==> src/hdl/axi_lite_consts.svh <==
/*
  Widths and sizes for the AXI4-Lite link. Data width must be a multiple of 8,
  and the register count a power of two.
*/
`ifndef AXI_LITE_CONSTS_SVH
`define AXI_LITE_CONSTS_SVH

// Bus widths
`define AXIL_ADDR_WIDTH 32
`define AXIL_DATA_WIDTH 32

// Register file depth in words
`define AXIL_NUM_REGS 16

// Register cuts between the top ports and the register file
`define AXIL_NUM_CUTS 2

`endif

==> src/hdl/axi_lite_pkg.sv <==
/*
  AXI4-Lite types for the link. No IDs, bursts or user bits.
  Prot is carried through the link but not interpreted anywhere.
*/
`include "axi_lite_consts.svh"

package axi_lite_pkg;

  typedef logic [`AXIL_ADDR_WIDTH-1:0]   addr_t;
  typedef logic [`AXIL_DATA_WIDTH-1:0]   data_t;
  typedef logic [`AXIL_DATA_WIDTH/8-1:0] strb_t;
  typedef logic [2:0]                    prot_t;
  typedef logic [1:0]                    resp_t;

  localparam resp_t RESP_OKAY   = 2'b00;
  localparam resp_t RESP_SLVERR = 2'b10;

  // Channel payloads
  typedef struct packed {addr_t addr; prot_t prot;} aw_chan_t;
  typedef struct packed {data_t data; strb_t strb;} w_chan_t;
  typedef struct packed {resp_t resp;} b_chan_t;
  typedef struct packed {addr_t addr; prot_t prot;} ar_chan_t;
  typedef struct packed {data_t data; resp_t resp;} r_chan_t;

  // Manager to subordinate
  typedef struct packed {
    aw_chan_t aw;
    logic     aw_valid;
    w_chan_t  w;
    logic     w_valid;
    logic     b_ready;
    ar_chan_t ar;
    logic     ar_valid;
    logic     r_ready;
  } axil_req_t;

  // Subordinate to manager
  typedef struct packed {
    logic     aw_ready;
    logic     w_ready;
    b_chan_t  b;
    logic     b_valid;
    logic     ar_ready;
    r_chan_t  r;
    logic     r_valid;
  } axil_rsp_t;

endpackage

==> src/hdl/spill_register.sv <==
/*
  Two-entry valid/ready stage. Both ready_o and valid_o are registered.
  Adds one cycle of latency, full throughput without back-pressure.
*/
module spill_register #(
  parameter type T = logic
) (
  input  logic clk_i,
  input  logic rst_i,
  input  logic valid_i,
  output logic ready_o,
  input  T     data_i,
  output logic valid_o,
  input  logic ready_i,
  output T     data_o
);

  logic a_full_q;
  logic b_full_q;
  T     a_data_q;
  T     b_data_q;

  logic a_fill;
  logic a_drain;
  logic b_fill;
  logic b_drain;

  // Slot A takes new items, slot B parks an item that stalled at the output
  assign a_fill  = valid_i && ready_o;
  assign a_drain = a_full_q && !b_full_q;
  assign b_fill  = a_drain && !ready_i;
  assign b_drain = b_full_q && ready_i;

  always_ff @(posedge clk_i) begin
    if (rst_i) begin
      a_full_q <= 1'b0;
    end else if (a_fill || a_drain) begin
      a_full_q <= a_fill;
    end
  end

  always_ff @(posedge clk_i) begin
    if (a_fill) begin
      a_data_q <= data_i;
    end
  end

  always_ff @(posedge clk_i) begin
    if (rst_i) begin
      b_full_q <= 1'b0;
    end else if (b_fill || b_drain) begin
      b_full_q <= b_fill;
    end
  end

  always_ff @(posedge clk_i) begin
    if (b_fill) begin
      b_data_q <= a_data_q;
    end
  end

  // Older item sits in B whenever B is full
  assign valid_o = a_full_q || b_full_q;
  assign data_o  = b_full_q ? b_data_q : a_data_q;

  // Room left as long as one slot is free
  assign ready_o = !a_full_q || !b_full_q;

endmodule

==> src/hdl/axi_lite_cut.sv <==
/*
  One register cut on all five AXI4-Lite channels.
  Every channel gets one cycle of latency and keeps full throughput.
*/
module axi_lite_cut (
  input  logic                    clk_i,
  input  logic                    rst_i,
  input  axi_lite_pkg::axil_req_t sbr_req_i,
  output axi_lite_pkg::axil_rsp_t sbr_rsp_o,
  output axi_lite_pkg::axil_req_t mgr_req_o,
  input  axi_lite_pkg::axil_rsp_t mgr_rsp_i
);
  import axi_lite_pkg::*;

  // Channel signals on the far side of each spill register
  aw_chan_t aw;
  w_chan_t  w;
  ar_chan_t ar;
  b_chan_t  b;
  r_chan_t  r;
  logic     aw_valid, w_valid, ar_valid, b_valid, r_valid;
  logic     aw_ready, w_ready, ar_ready, b_ready, r_ready;

  // Forward channels
  spill_register #(.T(aw_chan_t)) i_aw_spill (
    .clk_i, .rst_i,
    .valid_i (sbr_req_i.aw_valid), .ready_o (aw_ready), .data_i (sbr_req_i.aw),
    .valid_o (aw_valid), .ready_i (mgr_rsp_i.aw_ready), .data_o (aw)
  );

  spill_register #(.T(w_chan_t)) i_w_spill (
    .clk_i, .rst_i,
    .valid_i (sbr_req_i.w_valid), .ready_o (w_ready), .data_i (sbr_req_i.w),
    .valid_o (w_valid), .ready_i (mgr_rsp_i.w_ready), .data_o (w)
  );

  spill_register #(.T(ar_chan_t)) i_ar_spill (
    .clk_i, .rst_i,
    .valid_i (sbr_req_i.ar_valid), .ready_o (ar_ready), .data_i (sbr_req_i.ar),
    .valid_o (ar_valid), .ready_i (mgr_rsp_i.ar_ready), .data_o (ar)
  );

  // Backward channels
  spill_register #(.T(b_chan_t)) i_b_spill (
    .clk_i, .rst_i,
    .valid_i (mgr_rsp_i.b_valid), .ready_o (b_ready), .data_i (mgr_rsp_i.b),
    .valid_o (b_valid), .ready_i (sbr_req_i.b_ready), .data_o (b)
  );

  spill_register #(.T(r_chan_t)) i_r_spill (
    .clk_i, .rst_i,
    .valid_i (mgr_rsp_i.r_valid), .ready_o (r_ready), .data_i (mgr_rsp_i.r),
    .valid_o (r_valid), .ready_i (sbr_req_i.r_ready), .data_o (r)
  );

  // Repack toward the manager side of the chain
  always_comb begin
    sbr_rsp_o.aw_ready = aw_ready;
    sbr_rsp_o.w_ready  = w_ready;
    sbr_rsp_o.b        = b;
    sbr_rsp_o.b_valid  = b_valid;
    sbr_rsp_o.ar_ready = ar_ready;
    sbr_rsp_o.r        = r;
    sbr_rsp_o.r_valid  = r_valid;
  end

  // Repack toward the subordinate side
  always_comb begin
    mgr_req_o.aw       = aw;
    mgr_req_o.aw_valid = aw_valid;
    mgr_req_o.w        = w;
    mgr_req_o.w_valid  = w_valid;
    mgr_req_o.b_ready  = b_ready;
    mgr_req_o.ar       = ar;
    mgr_req_o.ar_valid = ar_valid;
    mgr_req_o.r_ready  = r_ready;
  end

endmodule

==> src/hdl/axi_lite_multicut.sv <==
/*
  Chain of NumCuts AXI4-Lite cuts, NumCuts cycles per channel and direction.
  NumCuts of zero connects the ports straight through.
*/
module axi_lite_multicut #(
  parameter int unsigned NumCuts = 1
) (
  input  logic                    clk_i,
  input  logic                    rst_i,
  input  axi_lite_pkg::axil_req_t sbr_req_i,
  output axi_lite_pkg::axil_rsp_t sbr_rsp_o,
  output axi_lite_pkg::axil_req_t mgr_req_o,
  input  axi_lite_pkg::axil_rsp_t mgr_rsp_i
);
  import axi_lite_pkg::*;

  if (NumCuts == 0) begin : gen_bypass
    assign mgr_req_o = sbr_req_i;
    assign sbr_rsp_o = mgr_rsp_i;
  end else begin : gen_chain
    // Index 0 faces the manager, index NumCuts the subordinate
    axil_req_t [NumCuts:0] link_req;
    axil_rsp_t [NumCuts:0] link_rsp;

    assign link_req[0] = sbr_req_i;
    assign sbr_rsp_o   = link_rsp[0];

    for (genvar i = 0; i < NumCuts; i++) begin : gen_cut
      axi_lite_cut i_cut (
        .clk_i,
        .rst_i,
        .sbr_req_i (link_req[i]),
        .sbr_rsp_o (link_rsp[i]),
        .mgr_req_o (link_req[i+1]),
        .mgr_rsp_i (link_rsp[i+1])
      );
    end

    assign mgr_req_o         = link_req[NumCuts];
    assign link_rsp[NumCuts] = mgr_rsp_i;
  end

endmodule

==> src/hdl/axi_lite_regfile.sv <==
/*
  AXI4-Lite register file, one response slot each for B and R.
  Any address bit set above the register range answers SLVERR.
*/
`include "axi_lite_consts.svh"

module axi_lite_regfile (
  input  logic                    clk_i,
  input  logic                    rst_i,
  input  axi_lite_pkg::axil_req_t req_i,
  output axi_lite_pkg::axil_rsp_t rsp_o
);
  import axi_lite_pkg::*;

  localparam int unsigned IdxWidth  = $clog2(`AXIL_NUM_REGS);
  localparam int unsigned ByteLanes = `AXIL_DATA_WIDTH / 8;

  typedef logic [IdxWidth-1:0] idx_t;

  data_t   regs_q [`AXIL_NUM_REGS];
  logic    b_valid_q;
  b_chan_t b_q;
  logic    r_valid_q;
  r_chan_t r_q;

  logic wr_go, rd_go;
  logic wr_err, rd_err;
  idx_t wr_idx, rd_idx;

  // Write needs AW and W together plus a free or draining B slot
  assign wr_go = req_i.aw_valid && req_i.w_valid && (!b_valid_q || req_i.b_ready);
  assign rd_go = req_i.ar_valid && (!r_valid_q || req_i.r_ready);

  // Word index from bits above the byte offset
  assign wr_idx = req_i.aw.addr[IdxWidth+1:2];
  assign rd_idx = req_i.ar.addr[IdxWidth+1:2];
  assign wr_err = |req_i.aw.addr[`AXIL_ADDR_WIDTH-1:IdxWidth+2];
  assign rd_err = |req_i.ar.addr[`AXIL_ADDR_WIDTH-1:IdxWidth+2];

  always_ff @(posedge clk_i) begin
    if (rst_i) begin
      for (int i = 0; i < `AXIL_NUM_REGS; i++) begin
        regs_q[i] <= '0;
      end
    end else if (wr_go && !wr_err) begin
      for (int lane = 0; lane < ByteLanes; lane++) begin
        if (req_i.w.strb[lane]) begin
          regs_q[wr_idx][8*lane +: 8] <= req_i.w.data[8*lane +: 8];
        end
      end
    end
  end

  // B slot
  always_ff @(posedge clk_i) begin
    if (rst_i) begin
      b_valid_q <= 1'b0;
    end else if (wr_go) begin
      b_valid_q <= 1'b1;
    end else if (req_i.b_ready) begin
      b_valid_q <= 1'b0;
    end
  end

  always_ff @(posedge clk_i) begin
    if (wr_go) begin
      b_q.resp <= wr_err ? RESP_SLVERR : RESP_OKAY;
    end
  end

  // R slot returns the value from before a same-cycle write
  always_ff @(posedge clk_i) begin
    if (rst_i) begin
      r_valid_q <= 1'b0;
    end else if (rd_go) begin
      r_valid_q <= 1'b1;
    end else if (req_i.r_ready) begin
      r_valid_q <= 1'b0;
    end
  end

  always_ff @(posedge clk_i) begin
    if (rd_go) begin
      r_q.data <= rd_err ? '0 : regs_q[rd_idx];
      r_q.resp <= rd_err ? RESP_SLVERR : RESP_OKAY;
    end
  end

  always_comb begin
    rsp_o.aw_ready = wr_go;
    rsp_o.w_ready  = wr_go;
    rsp_o.b        = b_q;
    rsp_o.b_valid  = b_valid_q;
    rsp_o.ar_ready = rd_go;
    rsp_o.r        = r_q;
    rsp_o.r_valid  = r_valid_q;
  end

endmodule

==> src/hdl/axi_lite_link_top.sv <==
/*
  AXI4-Lite manager port reaching the register file through AXIL_NUM_CUTS cuts.
  Response latency grows by two cycles per cut.
*/
`include "axi_lite_consts.svh"

module axi_lite_link_top (
  input  logic                    clk_i,
  input  logic                    rst_i,
  input  axi_lite_pkg::axil_req_t req_i,
  output axi_lite_pkg::axil_rsp_t rsp_o
);
  import axi_lite_pkg::*;

  // Far end of the cut chain
  axil_req_t regfile_req;
  axil_rsp_t regfile_rsp;

  axi_lite_multicut #(
    .NumCuts (`AXIL_NUM_CUTS)
  ) i_multicut (
    .clk_i,
    .rst_i,
    .sbr_req_i (req_i),
    .sbr_rsp_o (rsp_o),
    .mgr_req_o (regfile_req),
    .mgr_rsp_i (regfile_rsp)
  );

  axi_lite_regfile i_regfile (
    .clk_i,
    .rst_i,
    .req_i (regfile_req),
    .rsp_o (regfile_rsp)
  );

endmodule

==> config.mk <==
export PLATFORM = sky130hd
export DESIGN_NAME = axi_lite_link_top
export DESIGN_NICKNAME = d
export VERILOG_FILES = /design/src/hdl/axi_lite_pkg.sv /design/src/hdl/spill_register.sv /design/src/hdl/axi_lite_cut.sv /design/src/hdl/axi_lite_multicut.sv /design/src/hdl/axi_lite_regfile.sv /design/src/hdl/axi_lite_link_top.sv
export VERILOG_INCLUDE_DIRS = /design/src /design/src/hdl
export SDC_FILE = /design/constraint.sdc
export NUM_CORES = 1
export LEC_CHECK = 0
export BUFFER_PORTS_ARGS = -buffer_cell sky130_fd_sc_hd__buf_4
export CORE_MARGIN = 5
export CORE_UTILIZATION = 67
export DETAILED_ROUTE_END_ITERATION = 10
export PLACE_DENSITY = 0.9
export SLEW_MARGIN = 0
export SYNTH_ARGS = -nofsm -noshare
export SYNTH_HDL_FRONTEND = slang
export SYNTH_HIERARCHICAL = 1
export SYNTH_SLANG_ARGS = --single-unit
export TNS_END_PERCENT = 30
==> constraint.sdc <==
create_clock -name clk_i -period 8.3 [get_ports clk_i]
set_input_delay 2.49 -clock clk_i [delete_from_list [all_inputs] [get_ports clk_i]]
set_output_delay 2.49 -clock clk_i [all_outputs]
set_load 0.02 [all_outputs]
### Word-level counts from Yosys, hierarchy flattened

Memories as Yosys holds them, arrays and structs flattened. A register that Yosys moved wholly into a read port is not among the register bits.
Index checks and enable logic that the tools add are counted.

| operators by class | value |
|---|---|
| mux-type cells | 37 |
| reductions and logical operators | 123 |

Operators by type and width:

| kind | number |
|---|---|
| 2-to-1 mux 35 bit | 4 |
| 2-to-1 mux 36 bit | 2 |
| 2-to-1 mux 34 bit | 2 |
| OR reduction 26 bit | 2 |
| logical AND 1 bit | 44 |
| logical OR 1 bit | 42 |
| logical NOT 1 bit | 32 |
| 2-to-1 mux 32 bit | 1 |
| OR reduction 32 bit | 1 |
| 2-to-1 mux 1 bit | 22 |
| 2-to-1 mux 2 bit | 4 |
| 2-to-1 mux 4 bit | 2 |
| nonzero test 2 bit | 2 |

| word-level totals | value |
|---|---|
| register bits | 594 |
| memory bits (writable) | 512 |
| bits of input ports | 113 |
| output and inout port bits | 41 |
| logic and storage cells | 221 |
| memories | 1 |

Memory list:

| memory | words | bits a word | read ports | clocked after memory_dff | wr ports | line | RTL |
|---|---|---|---|---|---|---|---|
| i_regfile.regs_q | 16 | 32 | 1 | 1 | 16 | axi_lite_regfile.sv:20 | `` data_t regs_q [`AXIL_NUM_REGS]; `` |

### Longest topological paths before layout

Gate-level depths: netlist (run 1).

| depth | value |
|---|---|
| depth in word-level cells | 10 |
| mapped depth | 9 |
| depth with buffers taken out | 5 |

### By module

Netlist (run 1), hierarchy kept.

By module, submodules not included:

| module | times used | cells an instance | area each (µm²) | sequential area each (µm²) |
|---|---|---|---|---|
| axi_lite_regfile | 1 | 1620 | 24180.7 | 16435.8 |
| spill_register (i_multicut.gen_chain.gen_cut[0].i_cut.i_ar_spill ...) | 4 | 118 | 2647.5 | 2142.1 |
| spill_register (i_multicut.gen_chain.gen_cut[0].i_cut.i_w_spill ...) | 2 | 121 | 2686.3 | 2202.1 |
| spill_register (i_multicut.gen_chain.gen_cut[0].i_cut.i_r_spill ...) | 2 | 115 | 2607.5 | 2082.0 |
| spill_register (i_multicut.gen_chain.gen_cut[0].i_cut.i_b_spill ...) | 2 | 15 | 227.7 | 160.2 |
| axi_lite_cut | 2 | 10 | 75.1 | 0.0 |

### Worst setup path before layout (run 1)

OpenSTA, ideal clock, no wires.

| timing path | value |
|---|---|
| path type | in2reg |
| start | input port req_i[0] (netlist name) |
| end | register i_multicut/gen_chain.gen_cut[0].i_cut/i_r_spill/b_data_q[0] (netlist name), enable pin |
| data arrival time | 5.009 ns |
| data required time | 7.825 ns |
| slack | 2.816 ns |
| stages | 1 |
| path through | nor3b_1 |

| on the way | value |
|---|---|
| word-level cells in the longest chain between the ends | 2 |

RTL lines:

| element | line | RTL |
|---|---|---|
| from (decl) | axi_lite_link_top.sv:10 | `input axi_lite_pkg::axil_req_t req_i,` |
| logical NOT 1 bit | spill_register.sv:31 | `assign b_fill = a_drain && !ready_i;` |
| logical AND 1 bit | spill_register.sv:31 |  |
| to (signal assigned) | spill_register.sv:58 | `b_data_q <= a_data_q;` |
| to (decl) | spill_register.sv:21 | `T b_data_q;` |

Every way passes these cells.
A chain may end at the register's enable or synchronous reset.

==> reports/summary.txt, run 1 <==
total global routing overflow: 0
Setup CP Type: input pin to register
Worst Skew: 24.5 ps
DR vias: 22900
Lkg Pwr: 0.0160 µW
Layout Nets: 2736
outcome: finished, final reports clean
fin util: 74.3%
drt first-iter violations: 2526
CP endpoint kind: register
TritonCTS clock tree: yes
Max Clk Rate: 199 MHz
Max-cap violations: 0
Area Overhead vs Synth: 9.92%
H-tree level count: 3
fin crit share: 60.4%
fillers: 3560
Setup Buffers After CTS: 0
pin count of the biggest net entering global routing: 88
Longest Clk Path Bufs: 3
Worst VDD drop: 0.219 mV
Buffers on Ports: 143
Hold Crit Class: register to register
Startpoint Class: input pin
total global routing track utilization: 24.6%
minimum clock period: 5010 ps
io pins: 154
crit path max-delay cell type: nor4bb_1
WP data required: 8740 ps
area of the mapped netlist: 44500 µm²
power density cells: 234 nW/µm²
gpl congestion: 0.804
Rel. slew slack: 2.65%
Worst-Margin Slew: 1460 ps
first-pass GRT wire length: 137000 µm
Ys Warns: 6
Crit path largest cell delay: 980 ps
cells along the critical path: buf_4 -> nand2b_1 -> nor4bb_1 -> nand2_1 -> nor2_1
cts repair resizes: 0
post-route ant nets: 0
# setup viols final: 0
# hold bufs at CTS: 0
DP Wirelength: 54300 µm
clock tree sinks: 1096
RSZ-0062 raised after global routing: false
crit-path max FO: 87
CTS Buf Count: 102
Mean Syn Cell Area: 17.4 µm²
Critical Path AT: 5450 ps
Rows: 94
DR WL/cell: 24.4 µm
first drt pass iteration count: 6
Die Ht: 268 µm
Slew Limit Fails: 0
Reg clk slew, reported paths: 60 ps
via/cell ratio: 6.41
# diodes: 0
initial antenna violation count: 0
drc violations: 0
Total Routed Length: 87200 µm
final hold viol count: 0
ratio of cells with drive above 1 in the final layout: 28.5%
post-route setup TNS: 0 ps
starting density of the core: 67.6%
clk root buf: clkbuf_16
die area: 71700 µm²
Synth Instances: 2554
Die Span X: 268 µm
clock latency on the worst-skew pair: 650 ps
Core Area: 65900 µm²
number of global-route vias before repair: 23800
[area by class of cell]
cell class                      count  area (µm²)  share of cell area, %
Inverter                            1        3.75                0.00767
Sequential cell                  1096       32700                   66.8
Multi-Input combinational cell   1247       10600                   21.6
Tap cell                          864        1080                   2.21
Clock inverter                     54         534                   1.09
Clock buffer                      133        2770                   5.66
Timing Repair Buffer              175        1310                   2.68
[cell usage in the layout, fill, tap and decap left out, types with 20 or more instances in the layout]
cell and count:
mux2_4 63, buf_4 175, nand2_1 55, clkbuf_16 105, a22oi_1 64, o21bai_1 62, mux2_2 200, a21oi_1 44
nor2_1 519, dfxtp_1 20, clkbuf_1 24, mux4_2 128, edfxtp_1 1074
[critical path: cells and delay by family]
family | cells | cell delay, ps
buf+inv | 1 | 400
simple gates | 4 | 2500
[sequential cells by signal (all words and copies together) (netlist names), 4 cells and up]
register and cells:
i_multicut/gen_chain.gen_cut.i_cut/i_r_spill/b_data_q 68, i_multicut/gen_chain.gen_cut.i_cut/i_b_spill/a_data_q 4, i_multicut/gen_chain.gen_cut.i_cut/i_ar_spill/a_data_q 60, i_multicut/gen_chain.gen_cut.i_cut/i_b_spill/b_data_q 4, i_multicut/gen_chain.gen_cut.i_cut/i_w_spill/a_data_q 72, i_multicut/gen_chain.gen_cut.i_cut/i_aw_spill/a_data_q 60
i_regfile/regs_q 512, i_regfile/rsp_o 33, i_multicut/gen_chain.gen_cut.i_cut/i_w_spill/b_data_q 72, i_multicut/gen_chain.gen_cut.i_cut/i_ar_spill/b_data_q 60, i_multicut/gen_chain.gen_cut.i_cut/i_aw_spill/b_data_q 60, i_multicut/gen_chain.gen_cut.i_cut/i_r_spill/a_data_q 68
[power by group]
part           switching [µW]  leakage [µW]  internal (µW)
combinational             297       0.00374            229
sequential               70.4        0.0107           6250
clock                    1930       0.00162           2660
total                    2290        0.0160           9140
[routing by layer]
metal  track usage (%)  up-vias  wire length (µm)
met5                 0        -                 0
met4              7.56        0              2450
met3              5.21      185              9400
met2              41.2     1464             44400
met1              33.4    11400             31000
li1                  -     9803                 -
[stage by stage]
step	total power [µW]	cell area [µm²]	hold slack (ps)	instances	setup slack, ps
after global placement	6900	45600	401	3383	3110
after detailed placement	6940	45600	405	3383	2870
after floorplan	6770	44500	400	2555	2820
after global routing	11800	49000	417	3570	2960
final	11400	49000	411	3570	3290
after CTS	11500	49000	409	3570	3410
[path summary, 6_finish.rpt]
kind	from	end	slack (ps)	depth (start not counted)
worst min register to register	i_regfile/rsp_o[11]	register	410	0
worst min-delay path	i_regfile/rsp_o[11]	register	410	0
worst max register to register	register	i_regfile/regs_q[6][30]	3650	6
worst max-delay path	rst_i	i_regfile/regs_q[6][26]	3290	5
Power figures use the tool's default switching activity.
==> inputs of run 2 (changes only) <==
Settings changed: CORE_UTILIZATION 67 to 56, PLACE_DENSITY 0.9 to 0.81.
Clock period 8.3 ns to 4 ns, I/O delays scaled along.
==> run 2 against run 1 <==
  * Worst setup slack got worse by 2900 ps
  * Routed wire length fell by 1.5%
  * Combinational power rose by 120%
  * Final area rose by 2.0%
  * Largest power group unchanged
==> reports/summary.txt, run 2 (same netlist as run 1, synthesis figures left out) <==
Net Switching: 4810 µW (was 2290 µW)
Worst-Margin Slew: 1180 ps (was 1460 ps)
DP Wirelength: 56600 µm (was 54300 µm)
die area: 85300 µm² (was 71700 µm²)
final hold viol count: 0 (unchanged)
DR WL/cell: 22.3 µm (was 24.4 µm)
clock tree sinks: 1096 (unchanged)
met1 WL: 32200 µm (was 31000 µm)
Final Non-Filler Cells: 3855 (was 3570)
starting density of the core: 56.5% (was 67.6%)
Rows: 103 (was 94)
Top Registers: i_regfile/regs_q: 512 flops, i_multicut/gen_chain.gen_cut.i_cut/i_w_spill/a_data_q: 72 flops, i_multicut/gen_chain.gen_cut.i_cut/i_w_spill/b_data_q: 72 flops (unchanged)
most frequent cells in the layout: edfxtp_1 (1074), nor2_1 (519), buf_4 (263) (was edfxtp_1 (1074), nor2_1 (519), mux2_2 (200))
minimum clock period: 3620 ps
cts repair resizes: 0 (unchanged)
Comb pwr share: 4.8% (was 4.6%)
clock latency on the worst-skew pair: 680 ps (was 650 ps)
power density cells: 475 nW/µm² (was 234 nW/µm²)
drt first-iter violations: 2256 (was 2526)
WP data required: 4490 ps (was 8740 ps)
fin crit share: 90.6%
Die Span X: 292 µm (was 268 µm)
Slew Limit Fails: 0 (unchanged)
max reg flops: 512 (unchanged)
first drt pass iteration count: 5 (was 6)
post-route setup slack: 377 ps (was 3290 ps)
TritonCTS clock tree: yes (unchanged)
H-tree level count: 3 (unchanged)
Worst VDD drop: 0.358 mV (was 0.219 mV)
Die Ht: 292 µm (was 268 µm)
Worst Skew: 22.3 ps (was 24.5 ps)
# hold bufs at CTS: 0 (unchanged)
CTS Buf Count: 104 (was 102)
Final Power: 23700 µW (was 11400 µW)
Max-cap violations: 0 (unchanged)
Routed met3 length: 6940 µm (was 9400 µm)
CP endpoint kind: register (unchanged)
Total Routed Length: 85900 µm (was 87200 µm)
sw frac: 20.3% (was 20.1%)
Critical Path AT: 4110 ps (was 5450 ps)
# setup viols final: 0 (unchanged)
total global routing overflow: 0 (unchanged)
Area Overhead vs Synth: 12.2% (was 9.92%)
Setup Buffers After CTS: 0 (unchanged)
via/cell ratio: 5.81 (was 6.41)
pin count of the biggest net entering global routing: 87 (was 88)
post-route ant nets: 0 (unchanged)
most common cell after layout, fill and taps aside: edfxtp_1 (unchanged)
# placed instances: 3661 (was 3383)
# diodes: 0 (unchanged)
Lkg Pwr: 0.0165 µW (was 0.0160 µW)
drc violations: 0 (unchanged)
Hold Crit Class: register to register (unchanged)
Rel. slew slack: 20.5% (was 2.65%)
initial antenna violation count: 1 (was 0)
met2 wire length: 44400 µm (about the same)
ratio of cells with drive above 1 in the final layout: 30.9% (was 28.5%)
Reg clk slew, reported paths: 60 ps (about the same)
fin util: 63.3% (was 74.3%)
gpl congestion: 0.815 (was 0.804)
area of the multi-input gates: 10600 µm² (about the same)
Longest Clk Path Bufs: 3 (unchanged)
Setup CP Type: register to register (was input pin to register)
Seq pwr share: 55.2% (was 55.3%)
Core Area: 78900 µm² (was 65900 µm²)
clk root buf: clkbuf_16 (unchanged)
first-pass GRT wire length: 134000 µm (was 137000 µm)
Largest Register: i_regfile/regs_q (unchanged)
hold slack final: 414 ps (was 411 ps)
fillers: 5312 (was 3560)
Max Clk Rate: 276 MHz
outcome: finished, final reports clean (unchanged)
Highest Signal Layer: met5 (was met4)
DR vias: 22400 (was 22900)
io pins: 154 (unchanged)
flip-flop and latch area: 32700 µm² (unchanged)
Power Internal: 18900 µW (was 9140 µW)
RSZ-0062 raised after global routing: false (unchanged)
total global routing track utilization: 20.1% (was 24.6%)
Buffers on Ports: 143 (unchanged)
number of global-route vias before repair: 23400 (was 23800)
Layout Nets: 2831 (was 2736)
Place WS: 247 ps (was 2870 ps)
crit-path max FO: 32 (was 87)
clock group share of total power: 40.0% (was 40.1%)
Startpoint Class: register (was input pin)
-- run 2: metal layers --
layer,vias up,global-route usage (%)
met5,-,0.610
met4,2,5.81
met3,159,4.63
met2,960,34.6
met1,11300,25.8
li1,9992,-
-- run 2: area by class of cell --
type / instances / share of cell area [%]
Multi-Input combinational cell: 1247 / 21.2
Timing Repair Buffer: 268 / 4.12
Inverter: 1 / 0.00751
Tap cell: 1050 / 2.63
Clock inverter: 57 / 1.05
Clock buffer: 136 / 5.57
Sequential cell: 1096 / 65.5
-- run 2: final timing paths --
check,slack [ps],to,startpoint,depth (start not counted)
worst min-delay path,410,register,i_regfile/rsp_o[9],0
worst min register to register,410,register,i_regfile/rsp_o[9],0
worst max register to register,380,i_regfile/regs_q[12][6],register,7
worst max-delay path,380,i_regfile/regs_q[12][6],register,7
-- run 2: critical path: stages (launching register included) --
cell	delay (ps)
dfxtp_1	480
buf_4	390
mux2_2	380
nor4_1	400
and4_4	390
buf_4	410
nand4_4	620
nor2_1	350
-- run 2: through the flow --
step,area [µm²],setup TNS [ps]
floorplan,44600,-8550
global placement,46600,0
detailed placement,46600,0
CTS,49900,0
global route,50000,0
finish,50000,0
-- run 2: power by group through the flow --
stage | sequential (µW) | combinational [µW] | clock (µW)
after global placement | 13300 | 1100 | 0
after floorplan | 13300 | 769 | 0
after CTS | 13100 | 1140 | 9660
after global routing | 13100 | 1210 | 10200
final | 13100 | 1140 | 9500
after detailed placement | 13300 | 1130 | 0
